## config.mk

```make
export PLATFORM = sky130hd
export DESIGN_NAME = gtp_lane_top
export DESIGN_NICKNAME = d
export VERILOG_FILES = /design/src/verilog/gtp_lane_pkg.sv /design/src/verilog/lane_data_if.sv /design/src/verilog/gtp_lane_top.sv /design/src/verilog/lane_datapath.sv /design/src/verilog/lane_debug_monitor.sv /design/src/verilog/lane_reset_sequencer.sv /design/src/verilog/phase_align_timer.sv /design/src/verilog/prim_classifier.sv
export SDC_FILE = /design/constraint.sdc
export NUM_CORES = 1
export LEC_CHECK = 0
export ABC_AREA = 1
export BUFFER_PORTS_ARGS = -buffer_cell sky130_fd_sc_hd__buf_4
export CORE_AREA = 10 10 159 161
export CTS_CLUSTER_SIZE = 16
export DETAILED_ROUTE_END_ITERATION = 7
export DIE_AREA = 0 0 169 171
export GPL_ROUTABILITY_DRIVEN = 0
export SYNTH_ARGS = -nofsm -noshare
export SYNTH_HDL_FRONTEND = slang
export SYNTH_SLANG_ARGS = --single-unit
```

## constraint.sdc

```tcl
create_clock -name tile0_txusrclk20_i -period 1.6 [get_ports tile0_txusrclk20_i]
set_clock_uncertainty 0.1 [all_clocks]
set_input_delay 0.24 -clock tile0_txusrclk20_i [delete_from_list [all_inputs] [get_ports tile0_txusrclk20_i]]
set_output_delay 0.24 -clock tile0_txusrclk20_i [all_outputs]
set_load 0.02 [all_outputs]
```

## src/verilog/gtp_lane_pkg.sv

```systemverilog
`default_nettype none

package gtp_lane_pkg;

   // Word types seen at the transceiver boundary
   typedef logic [31:0]  dword_t;
   typedef logic [3:0]   charisk_t;
   typedef logic [7:0]   prim_code_t;

   // Tune word fields
   typedef logic [2:0]   loopback_t;
   typedef logic [2:0]   drive_t;
   typedef logic [1:0]   rxeq_t;

   typedef logic [127:0] dbg_word_t;
   typedef logic [15:0]  timer_count_t;

   localparam int SYNC_STAGES          = 2;
   localparam int ALIGN_BASE_CYCLES    = 32;
   localparam int SETPHASE_BASE_CYCLES = 16;

   // SATA primitives, K28.5 or K28.3 in byte 0
   localparam dword_t PRIM_ALIGN = 32'h7B4A_4ABC;
   localparam dword_t PRIM_SYNC  = 32'hB5B5_957C;
   localparam dword_t PRIM_R_RDY = 32'h4A4A_957C;
   localparam dword_t PRIM_X_RDY = 32'h5757_B57C;
   localparam dword_t PRIM_SOF   = 32'h3737_B57C;
   localparam dword_t PRIM_EOF   = 32'hD5D5_B57C;
   localparam dword_t PRIM_HOLD  = 32'hD5D5_AA7C;
   localparam dword_t PRIM_R_OK  = 32'h3535_B57C;
   localparam dword_t PRIM_R_ERR = 32'h5656_B57C;
   localparam dword_t PRIM_WTRM  = 32'h5858_B57C;
   localparam dword_t PRIM_CONT  = 32'h9999_AA7C;
   localparam dword_t PRIM_R_IP  = 32'h5555_B57C;

   localparam charisk_t K_BYTE0 = 4'b0001;

   // Low bit of each field in the tune word
   localparam int TUNE_LOOPBACK_LSB = 0;
   localparam int TUNE_TXDIFF_LSB   = 3;
   localparam int TUNE_PREEMPH_LSB  = 6;
   localparam int TUNE_RXEQ_LSB     = 16;

   typedef enum logic [1:0] {
      WAIT_RESET,
      ALIGN,
      SET_PHASE,
      SYNCED
   } seq_state_t;

endpackage

`default_nettype wire

```

## src/verilog/lane_data_if.sv

```systemverilog
`timescale 1ns/10ps
`default_nettype none

interface lane_data_if;

   import gtp_lane_pkg::*;

   // Words exchanged with the transceiver, no handshake
   dword_t   tx_data;
   charisk_t tx_charisk;
   dword_t   rx_data;
   charisk_t rx_charisk;

   modport source (
      output tx_data, tx_charisk, rx_data, rx_charisk
   );

   modport monitor (
      input tx_data, tx_charisk, rx_data, rx_charisk
   );

endinterface

`default_nettype wire

```

## src/verilog/gtp_lane_top.sv

```systemverilog
`timescale 1ns/10ps
`default_nettype none

module gtp_lane_top #(
   parameter int PLL_DIVSEL_OUT = 2
) (
   input  wire                          tile0_txusrclk20_i,
   input  wire                          tile0_resetdone0_i,
   input  wire                          plllkdet_i,
   input  wire                          dcm_locked_i,
   input  wire gtp_lane_pkg::dword_t    txdata_fis_i,
   input  wire                          tx_charisk_fis_i,
   input  wire gtp_lane_pkg::dword_t    tile0_rxdata_i,
   input  wire gtp_lane_pkg::charisk_t  tile0_rxcharisk_i,
   input  wire gtp_lane_pkg::dword_t    gtx_tune_i,
   input  wire gtp_lane_pkg::dword_t    phy2cs_data_i,
   input  wire                          phy2cs_k_i,
   output logic                         tile0_gtpreset_o,
   output logic                         tile0_txenpmaphasealign_o,
   output logic                         tile0_txpmasetphase_o,
   output logic                         tx_sync_done_o,
   output gtp_lane_pkg::dword_t         tile0_txdata_o,
   output gtp_lane_pkg::charisk_t       tile0_txcharisk_o,
   output gtp_lane_pkg::dword_t         rxdata_fis_o,
   output gtp_lane_pkg::charisk_t       rxcharisk_o,
   output gtp_lane_pkg::dword_t         gtx_txdata_o,
   output gtp_lane_pkg::charisk_t       gtx_txdatak_o,
   output gtp_lane_pkg::dword_t         gtx_rxdata_o,
   output gtp_lane_pkg::charisk_t       gtx_rxdatak_o,
   output gtp_lane_pkg::loopback_t      tile0_loopback_o,
   output gtp_lane_pkg::drive_t         tile0_txdiffctrl_o,
   output gtp_lane_pkg::drive_t         tile0_txpreemphasis_o,
   output gtp_lane_pkg::rxeq_t          tile0_rxeqmix_o,
   output gtp_lane_pkg::dbg_word_t      oob2dbg_o
);

   import gtp_lane_pkg::*;

   logic sync_done;

   lane_data_if u_lane_if ();

   lane_reset_sequencer #(
      .PLL_DIVSEL_OUT (PLL_DIVSEL_OUT)
   ) u_lane_reset_sequencer (
      .tile0_txusrclk20_i  (tile0_txusrclk20_i),
      .tile0_resetdone0_i  (tile0_resetdone0_i),
      .plllkdet_i          (plllkdet_i),
      .dcm_locked_i        (dcm_locked_i),
      .gtp_reset_o         (tile0_gtpreset_o),
      .txenpmaphasealign_o (tile0_txenpmaphasealign_o),
      .txpmasetphase_o     (tile0_txpmasetphase_o),
      .sync_done_o         (sync_done)
   );

   assign tx_sync_done_o = sync_done;

   lane_datapath u_lane_datapath (
      .tile0_txusrclk20_i (tile0_txusrclk20_i),
      .tile0_resetdone0_i (tile0_resetdone0_i),
      .sync_done_i        (sync_done),
      .txdata_ll_i        (txdata_fis_i),
      .txdatak_ll_i       (tx_charisk_fis_i),
      .rxdata_i           (tile0_rxdata_i),
      .rxcharisk_i        (tile0_rxcharisk_i),
      .lane               (u_lane_if.source),
      .gtx_txdata_o       (gtx_txdata_o),
      .gtx_rxdata_o       (gtx_rxdata_o),
      .gtx_txdatak_o      (gtx_txdatak_o),
      .gtx_rxdatak_o      (gtx_rxdatak_o)
   );

   lane_debug_monitor u_lane_debug_monitor (
      .lane          (u_lane_if.monitor),
      .phy2cs_data_i (phy2cs_data_i),
      .phy2cs_k_i    (phy2cs_k_i),
      .oob2dbg_o     (oob2dbg_o)
   );

   // Transceiver TX words straight from the select
   assign tile0_txdata_o    = u_lane_if.tx_data;
   assign tile0_txcharisk_o = u_lane_if.tx_charisk;

   // RX goes to the link layer untouched
   assign rxdata_fis_o = tile0_rxdata_i;
   assign rxcharisk_o  = tile0_rxcharisk_i;

   // Analog settings taken from the tune word
   assign tile0_loopback_o      = gtx_tune_i[TUNE_LOOPBACK_LSB +: $bits(loopback_t)];
   assign tile0_txdiffctrl_o    = gtx_tune_i[TUNE_TXDIFF_LSB +: $bits(drive_t)];
   assign tile0_txpreemphasis_o = gtx_tune_i[TUNE_PREEMPH_LSB +: $bits(drive_t)];
   assign tile0_rxeqmix_o       = gtx_tune_i[TUNE_RXEQ_LSB +: $bits(rxeq_t)];

endmodule

`default_nettype wire

```

## src/verilog/lane_datapath.sv

```systemverilog
`timescale 1ns/10ps
`default_nettype none

module lane_datapath (
   input  wire                    tile0_txusrclk20_i,
   input  wire                    tile0_resetdone0_i,
   input  wire                    sync_done_i,
   input  wire gtp_lane_pkg::dword_t   txdata_ll_i,
   input  wire                    txdatak_ll_i,
   input  wire gtp_lane_pkg::dword_t   rxdata_i,
   input  wire gtp_lane_pkg::charisk_t rxcharisk_i,
   lane_data_if.source            lane,
   output gtp_lane_pkg::dword_t   gtx_txdata_o,
   output gtp_lane_pkg::dword_t   gtx_rxdata_o,
   output gtp_lane_pkg::charisk_t gtx_txdatak_o,
   output gtp_lane_pkg::charisk_t gtx_rxdatak_o
);

   import gtp_lane_pkg::*;

   dword_t   tx_word;
   charisk_t tx_k;

   // Link stays quiet with ALIGN until the TX phase is settled
   assign tx_word = sync_done_i ? txdata_ll_i : PRIM_ALIGN;
   // The link layer only ever marks byte 0 as a control character
   assign tx_k    = sync_done_i ? (K_BYTE0 & {4{txdatak_ll_i}}) : K_BYTE0;

   assign lane.tx_data    = tx_word;
   assign lane.tx_charisk = tx_k;
   assign lane.rx_data    = rxdata_i;
   assign lane.rx_charisk = rxcharisk_i;

   // Monitor copies of both directions
   always_ff @(posedge tile0_txusrclk20_i or negedge tile0_resetdone0_i)
   begin
      if (!tile0_resetdone0_i)
      begin
         gtx_txdata_o  <= '0;
         gtx_txdatak_o <= '0;
         gtx_rxdata_o  <= '0;
         gtx_rxdatak_o <= '0;
      end
      else
      begin
         gtx_txdata_o  <= tx_word;
         gtx_txdatak_o <= tx_k;
         gtx_rxdata_o  <= rxdata_i;
         gtx_rxdatak_o <= rxcharisk_i;
      end
   end

endmodule

`default_nettype wire

```

## src/verilog/lane_debug_monitor.sv

```systemverilog
`timescale 1ns/10ps
`default_nettype none

module lane_debug_monitor (
   lane_data_if.monitor             lane,
   input  wire gtp_lane_pkg::dword_t phy2cs_data_i,
   input  wire                      phy2cs_k_i,
   output gtp_lane_pkg::dbg_word_t  oob2dbg_o
);

   import gtp_lane_pkg::*;

   prim_code_t tx_code;
   prim_code_t rx_code;

   prim_classifier u_tx_classifier (
      .dword_i (lane.tx_data),
      .code_o  (tx_code)
   );

   prim_classifier u_rx_classifier (
      .dword_i (lane.rx_data),
      .code_o  (rx_code)
   );

   // Top seven bits are spare
   assign oob2dbg_o = {
      7'b0000000,
      phy2cs_k_i,
      phy2cs_data_i,
      rx_code,
      tx_code,
      lane.rx_charisk,
      lane.tx_charisk,
      lane.rx_data,
      lane.tx_data
   };

endmodule

`default_nettype wire

```

## src/verilog/lane_reset_sequencer.sv

```systemverilog
`timescale 1ns/10ps
`default_nettype none

module lane_reset_sequencer #(
   parameter int PLL_DIVSEL_OUT = 2
) (
   input  wire  tile0_txusrclk20_i,
   input  wire  tile0_resetdone0_i,
   input  wire  plllkdet_i,
   input  wire  dcm_locked_i,
   output logic gtp_reset_o,
   output logic txenpmaphasealign_o,
   output logic txpmasetphase_o,
   output logic sync_done_o
);

   import gtp_lane_pkg::*;

   localparam timer_count_t ALIGN_CYCLES    = timer_count_t'(ALIGN_BASE_CYCLES);
   localparam timer_count_t SETPHASE_CYCLES =
      timer_count_t'(SETPHASE_BASE_CYCLES * PLL_DIVSEL_OUT);

   logic [SYNC_STAGES-1:0] done_sync_q;
   logic                   resetdone_sync;
   seq_state_t             state_q;
   seq_state_t             state_d;
   logic                   timer_start;
   timer_count_t           timer_load;
   logic                   timer_expire;

   // Transceiver stays in reset until both clocks are locked
   assign gtp_reset_o = !(plllkdet_i && dcm_locked_i);

   // Reset-done comes from the transceiver clock domain
   always_ff @(posedge tile0_txusrclk20_i or negedge tile0_resetdone0_i)
   begin
      if (!tile0_resetdone0_i)
      begin
         done_sync_q <= '0;
      end
      else
      begin
         done_sync_q <= {done_sync_q[SYNC_STAGES-2:0], 1'b1};
      end
   end

   assign resetdone_sync = done_sync_q[SYNC_STAGES-1];

   always_comb
   begin
      state_d     = state_q;
      timer_start = 1'b0;
      timer_load  = ALIGN_CYCLES;
      case (state_q)
         WAIT_RESET:
         begin
            if (resetdone_sync)
            begin
               timer_start = 1'b1;
               state_d     = ALIGN;
            end
         end
         ALIGN:
         begin
            // Set-phase length depends on the PLL output divider
            if (timer_expire)
            begin
               timer_start = 1'b1;
               timer_load  = SETPHASE_CYCLES;
               state_d     = SET_PHASE;
            end
         end
         SET_PHASE:
         begin
            if (timer_expire)
            begin
               state_d = SYNCED;
            end
         end
         default:
         begin
            state_d = SYNCED;
         end
      endcase
   end

   always_ff @(posedge tile0_txusrclk20_i or negedge tile0_resetdone0_i)
   begin
      if (!tile0_resetdone0_i)
      begin
         state_q <= WAIT_RESET;
      end
      else
      begin
         state_q <= state_d;
      end
   end

   phase_align_timer u_phase_align_timer (
      .tile0_txusrclk20_i (tile0_txusrclk20_i),
      .tile0_resetdone0_i (tile0_resetdone0_i),
      .start_i            (timer_start),
      .load_count_i       (timer_load),
      .expire_o           (timer_expire)
   );

   // Phase-align stays on once the sequence has started
   assign txenpmaphasealign_o = (state_q != WAIT_RESET);
   assign txpmasetphase_o     = (state_q == SET_PHASE);
   assign sync_done_o         = (state_q == SYNCED);

endmodule

`default_nettype wire

```

## src/verilog/phase_align_timer.sv

```systemverilog
`timescale 1ns/10ps
`default_nettype none

module phase_align_timer (
   input  wire                        tile0_txusrclk20_i,
   input  wire                        tile0_resetdone0_i,
   input  wire                        start_i,
   input  wire gtp_lane_pkg::timer_count_t load_count_i,
   output logic                       expire_o
);

   import gtp_lane_pkg::*;

   timer_count_t count_q;

   // A start reloads the counter even while it is running
   always_ff @(posedge tile0_txusrclk20_i or negedge tile0_resetdone0_i)
   begin
      if (!tile0_resetdone0_i)
      begin
         count_q <= '0;
      end
      else if (start_i)
      begin
         count_q <= load_count_i;
      end
      else if (count_q != '0)
      begin
         count_q <= count_q - timer_count_t'(1);
      end
   end

   // High in the cycle whose closing edge takes the count to zero,
   // so the strobe lands exactly load_count cycles after start
   assign expire_o = (count_q == timer_count_t'(1));

endmodule

`default_nettype wire

```

## src/verilog/prim_classifier.sv

```systemverilog
`timescale 1ns/10ps
`default_nettype none

module prim_classifier (
   input  wire gtp_lane_pkg::dword_t    dword_i,
   output gtp_lane_pkg::prim_code_t code_o
);

   import gtp_lane_pkg::*;

   // Codes follow the order of the primitive table, 0 for data
   always_comb
   begin
      case (dword_i)
         PRIM_ALIGN: code_o = prim_code_t'(1);
         PRIM_SYNC:  code_o = prim_code_t'(2);
         PRIM_R_RDY: code_o = prim_code_t'(3);
         PRIM_X_RDY: code_o = prim_code_t'(4);
         PRIM_SOF:   code_o = prim_code_t'(5);
         PRIM_EOF:   code_o = prim_code_t'(6);
         PRIM_HOLD:  code_o = prim_code_t'(7);
         PRIM_R_OK:  code_o = prim_code_t'(8);
         PRIM_R_ERR: code_o = prim_code_t'(9);
         PRIM_WTRM:  code_o = prim_code_t'(10);
         PRIM_CONT:  code_o = prim_code_t'(11);
         PRIM_R_IP:  code_o = prim_code_t'(12);
         default:    code_o = '0;
      endcase
   end

endmodule

`default_nettype wire
```

# Word level (Yosys, flattened, before mapping)
# Cells that the tools add are included.
[totals]
wordCells = 59
output_inout_bits = 287
mem_bits_ro = 0
input_bits = 138
ff_bits = 92
n_memories = 0
latchBits = 0
mem_bits_rw = 0
[op_classes]
mux = 13
div_mod_pow = 0
addsub = 1
reduce_logical = 7
n_shift = 0
multipliers = 0
bitwise_logic = 0
order_cmp = 0
eq_ne = 31
[op_table]
columns = ["operator", "count"]
rows = [
  ["$eq 32x31->1 const B", 12],
  ["$eq 32x32->1 const B", 8],
  ["$eq 32x30->1 const B", 4],
  ["$pmux 4 s12", 2],
  ["$mux 16", 2],
  ["$mux 32", 1],
  ["$eq 16x1->1 const B", 1],
  ["$reduce_bool 16->1", 1],
  ["$sub 16x1->16 const B", 1],
  ["$mux 2", 3],
  ["$ne 2x1->1 const B", 3],
  ["$pmux 2 s3", 1],
  ["$eq 2x2->1 const B", 2],
  ["$reduce_bool 2->1", 2],
  ["$mux 1", 3],
  ["$reduce_and 3->1", 1],
  ["$eq 2x1->1 const B", 1],
  ["$logic_not 2->1", 1],
  ["$pmux 1 s2", 1],
  ["$logic_and 1x1->1", 1],
  ["$logic_not 1->1", 1],
]

# Logic depth before layout (Yosys ltp)
[depth]
ltp_word = 4
mapped_depth = 11
ltp_nobuf = 10

# Hierarchy
# Synthesis repeated with hierarchy kept, for this count alone.
[unflattened]
cells_unflattened = 907
hier_area_um2 = 6568.8
[modules_own_cells]
columns = ["module", "seq_area_each_um2", "cells_per_inst", "n_inst", "area_per_inst_um2"]
rows = [
  ["lane_datapath", 1726.7, 182, 1, 2361.0],
  ["prim_classifier", 0.0, 190, 2, 829.5],
  ["phase_align_timer", 400.4, 163, 1, 1168.6],
  ["lane_debug_monitor", 0.0, 113, 1, 844.6],
  ["gtp_lane_top", 0.0, 47, 1, 352.8],
  ["lane_reset_sequencer", 100.1, 22, 1, 182.7],
]

# Worst setup path before layout
# OpenSTA, ideal clock, no wires.
[synth_path]
kind = "reg2out"
startpoint = "register u_lane_reset_sequencer.state_q[0]"
endpoint = "output tile0_txdata_o[11]"
path_slack_ns = -0.346
n_path_buf = 3
required_ns = 1.260
stages_incl_launch_ff = 7
t_arrival_ns = 1.606
cell_sequence = "dfrtp_1 nand2_2 inv_2 buf_4 clkbuf_1 nand2_1 buf_4"
[synth_between]
elab_chain_cells = 2
[synth_rtl]
columns = ["element", "line", "text"]
rows = [
  ["from (decl)", "lane_reset_sequencer.sv:25", "seq_state_t state_q;"],
  ["from (signal assigned)", "lane_reset_sequencer.sv:95", "state_q <= state_d;"],
  ["$eq 2x2->1", "lane_reset_sequencer.sv:110", "assign sync_done_o = (state_q == SYNCED);"],
  ["named net tx_sync_done_o", "gtp_lane_top.sv:21", "output logic tx_sync_done_o,"],
  ["$mux 32", "lane_datapath.sv:25", "assign tx_word = sync_done_i ? txdata_ll_i : PRIM_ALIGN;"],
  ["to (decl)", "gtp_lane_top.sv:22", "output gtp_lane_pkg::dword_t tile0_txdata_o,"],
]
# The timed path passes the listed nets, and every way through them passes these cells.

# Worst setup path in the final report
[layout_path]
startpoint = "register u_lane_reset_sequencer.state_q[1]"
endpoint = "output oob2dbg_o[75]"
[layout_between]
elab_chain_cells = 4
elab_cells_between_ends = 15
[layout_rtl]
columns = ["element", "line", "text"]
rows = [
  ["$eq 2x2->1 *", "lane_reset_sequencer.sv:110", ""],
  ["$mux 32 *", "lane_datapath.sv:25", ""],
  ["$eq 32x31->1, or another cell as far along", "prim_classifier.sv:14", "case (dword_i)"],
  ["$pmux 4 s12 *", "prim_classifier.sv:14", ""],
  ["to (decl)", "gtp_lane_top.sv:34", "output gtp_lane_pkg::dbg_word_t oob2dbg_o"],
]
# Mark *: on every way between the ends. The rest lies on a longest branch, timed or not.

==> metrics.md <==
| Metric | Value |
|---|---|
| Diodes inserted | 0 |
| Global-route wire length before repair | 34.12 mm |
| Setup ws final | -0.6747 ns |
| Gate family responsible for the most delay along the worst path | simple AND/OR/NAND/NOR gates |
| Reg area | 0.002230 mm2 |
| WL per Instance | 17.65 um |
| Worst Path Required | 1.26 ns |
| Root Buffer | clkbuf_16 |
| Clock Path Buffers | 2 |
| Layout Nets | 1180 |
| Commonest non-fill, non-tap cell in the layout | buf_4 |
| IO Count | 425 |
| Post-synth EDFFs | 0 |
| Outcome | finished, violations left |
| Top cell by count, worst path | nor2_1 |
| Fmax | ~440 MHz |
| Stages on worst setup path | 10 |
| Initial core utilization | 0.2541 |
| Syn Inst Count | 732 |
| P_leak | 4.872 nW |
| Total core area | 0.02223 mm2 |
| Period Utilization, post-route | 1.422 |
| FF+latch count, synth | 89 |
| Final hold violations | 0 |
| Gr usage total | 0.1497 |
| Share of the synthesized area in the top cell type | 0.3943 |
| Top cells by area, synth | dfrtp_1 39%, buf_4 24%, nor2_1 7.9% |
| Layout Utilization | 0.4373 |
| Initial antenna violation count | 0 |
| Clock Latency Late Sink | 0.34 ns |
| Slowest library cell on the worst path | dfrtp_2 |
| Syn Area/Cell | 7.716 um2 |
| Fraction of layout cells with a size suffix above 1 | 0.5977 |
| Post-synthesis sequential area ratio | 0.3943 |
| Vias in the first global route | 6041 |
| Final routed DRC violation total | 0 |
| Port bufs | 291 |
| CP Max Fanout | 8 |
| Setup violations, final | 96 |
| P&R area growth vs syn | 72.11% |
| Critical Path Max Stage Delay | 0.46 ns |
| FF-to-FF path depth | 11 |
| Post-Syn Area | 0.005648 mm2 |
| Die Span Y | roughly 170 um |
| Worst setup EP type | output port |
| Hpwl dp | around 19 mm |
| Critical path cell sequence | nand2_4 -> buf_8 -> nor2_2 -> nand3_1 -> nor2_1 -> nand3_1 -> nor2_1 -> nor2_1 -> nand3_2 -> buf_6 |
| Final ANT Viol Nets | 0 |
| Post-synthesis cell type count | 30 |
| Most frequent cells in the layout | 338 x buf_4, 95 x buf_6, 87 x dfrtp_1 |
| Hold WS | 0.008270 ns |
| Synth Flop Type | dfrtp_1 |
| Max-cap violations | 0 |
| Hold WC Path Type | input pin to flop |
| Row count | 55 |
| GRT overflow | 0 |
| Multi-input gate area | 0.002594 mm2 |
| CTS clk-pin slew, worst paths | 0.07 ns |
| Yosys top cell by area | dfrtp_1 |
| Die ar. | 0.02890 mm2 |
| Largest net degree at the start of global routing | 39 |
| PD cells | 1302 mW/mm2 |
| Clk sink count | 89 |
| Type of origin of the critical path | flop |
| Buffers & Inverters on Critical Path | 2 |
| RSZ-0062 raised after global routing | true |
| Hold Path Depth | 2 |
| # fillers | 2148 |
| Num CTS Buffers | 9 |
| Die X | 169 um |
| Max H-tree Level | 3 |
| Crit path DAT | 1.93 ns |
| Routed via count | between 5000 and 6000 |
| Final min period | about 2.3 ns |
| Peak VDD IR | approximately 0.00065 V |
| DR vias/cell | about 4.3 |
| Final Max Slew Viols | 0 |
| TritonCTS clock tree | built |
| Asr flop ratio synth | 1.000 |
| Routed WL | ~23 mm |
| DR pass1 iterations | 5 |
| Violated checks | setup timing |
| Synth warnings | 0 |
| CP Class | flop to output port |
| Drt initial violations | between 200 and 250 |
==> final timing paths <==
| path | start | end | slack, ns |
|---|---|---|---|
| setup / recovery | u_lane_reset_sequencer.state_q[1]$_DFFE_PN0P_ | oob2dbg_o[75] | -0.67 |
| hold / removal | tile0_rxdata_i[7] | u_lane_datapath.gtx_rxdata_o[7]$_DFF_PN0_ | 0.008 |
| setup reg to reg | u_lane_reset_sequencer.state_q[0]$_DFFE_PN0P_ | flop | -0.20 |
| hold reg to reg | u_lane_reset_sequencer.done_sync_q[0]$_DFF_PN0_ | u_lane_reset_sequencer.done_sync_q[1]$_DFF_PN0_ | 0.25 |
| max in group asynchronous | tile0_resetdone0_i | u_lane_datapath.gtx_rxdata_o[23]$_DFF_PN0_ | 0.63 |
| min in group asynchronous | tile0_resetdone0_i | u_lane_datapath.gtx_rxdatak_o[0]$_DFF_PN0_ | 0.24 |
==> kinds of logic after synthesis <==
logic type                 Yosys count  share of synthesized area
and+or+nand+nor                    337                     0.2621
adders and majority gates            3                   0.006647
DFF                                 89                     0.3943
buffers and inverters              262                     0.2924
AOI/OAI and AO/OA                   28                    0.02614
xor gates and xnor gates            11                    0.01706
other                                2                   0.001330
==> where the power goes <==
part | switching, mW | internal (mW) | leakage [nW] | total [mW]
combinational | 4.02 | 3.44 | 3.70 | 7.46
sequential | 0.239 | 2.69 | 1.03 | 2.93
clock | 0.993 | 1.27 | 0.146 | 2.26
total | 5.25 | 7.40 | 4.87 | 12.7
==> layer usage <==
metal / GRT usage / vias to the layer above / wire [um]
met4: 0.06379 / 0 / 765
met1: 0.1516 / 2634 / 8422
met2: 0.2765 / 284 / 12470
li1: - / 2694 / -
met3: 0.04795 / 61 / 1797
met5: 0 / - / 0
==> per-stage QoR <==
step                total power [mW]  TNS [ns]  setup slack, ns  area [um2]  std cells
CTS                            11.96    -16.96          -0.6359        9077       1314
detailed placement             8.808    -3.299          -0.4284        8019       1276
global placement               8.779    -2.795          -0.4299        8019       1276
floorplan                      6.523   -0.3894          -0.1053        5866        755
global route                   13.45    -29.07          -0.8406        9721       1329
finish                         12.65    -22.04          -0.6747        9721       1329
==> cell usage after synthesis (5+ instances only) <==
cell and number:
buf_4 177, nor2_1 119, nand2_1 109, dfrtp_1 89, inv_1 79, nand3_1 55, nor3_1 19, nand4_1 13
a21oi_1 12, o21ai_0 12, nor2_2 8, xor2_1 6, xnor2_1 5
==> flip-flops by register name, summed over array words and instances (netlist names) <==
register and count:
u_lane_datapath.gtx_rxdata_o 32, u_lane_datapath.gtx_txdata_o 32, u_lane_reset_sequencer.u_phase_align_timer.count_q 16, u_lane_datapath.gtx_rxdatak_o 4, u_lane_reset_sequencer.done_sync_q 2, u_lane_reset_sequencer.state_q 2, u_lane_datapath.gtx_txdatak_o 1
==> layout make-up <==
type,instances,share of cell area
Sequential cell,89,0.2294
Tap cell,285,0.03668
Multi-Input combinational cell,404,0.2668
Clock buffer,11,0.02497
Timing Repair Buffer,454,0.4010
Clock inverter,5,0.006565
Inverter,81,0.03462
==> what timing repair did <==
action	4_1_cts	5_1_grt
gates resized for setup	161	146
hold endpoints to repair	40	0
gates cloned	0	1
endpoints found under the setup margin	93	94
buffers inserted	11	22
hold buffers	11	0
pin swaps	35	52
(Power assumes the default switching activity.)
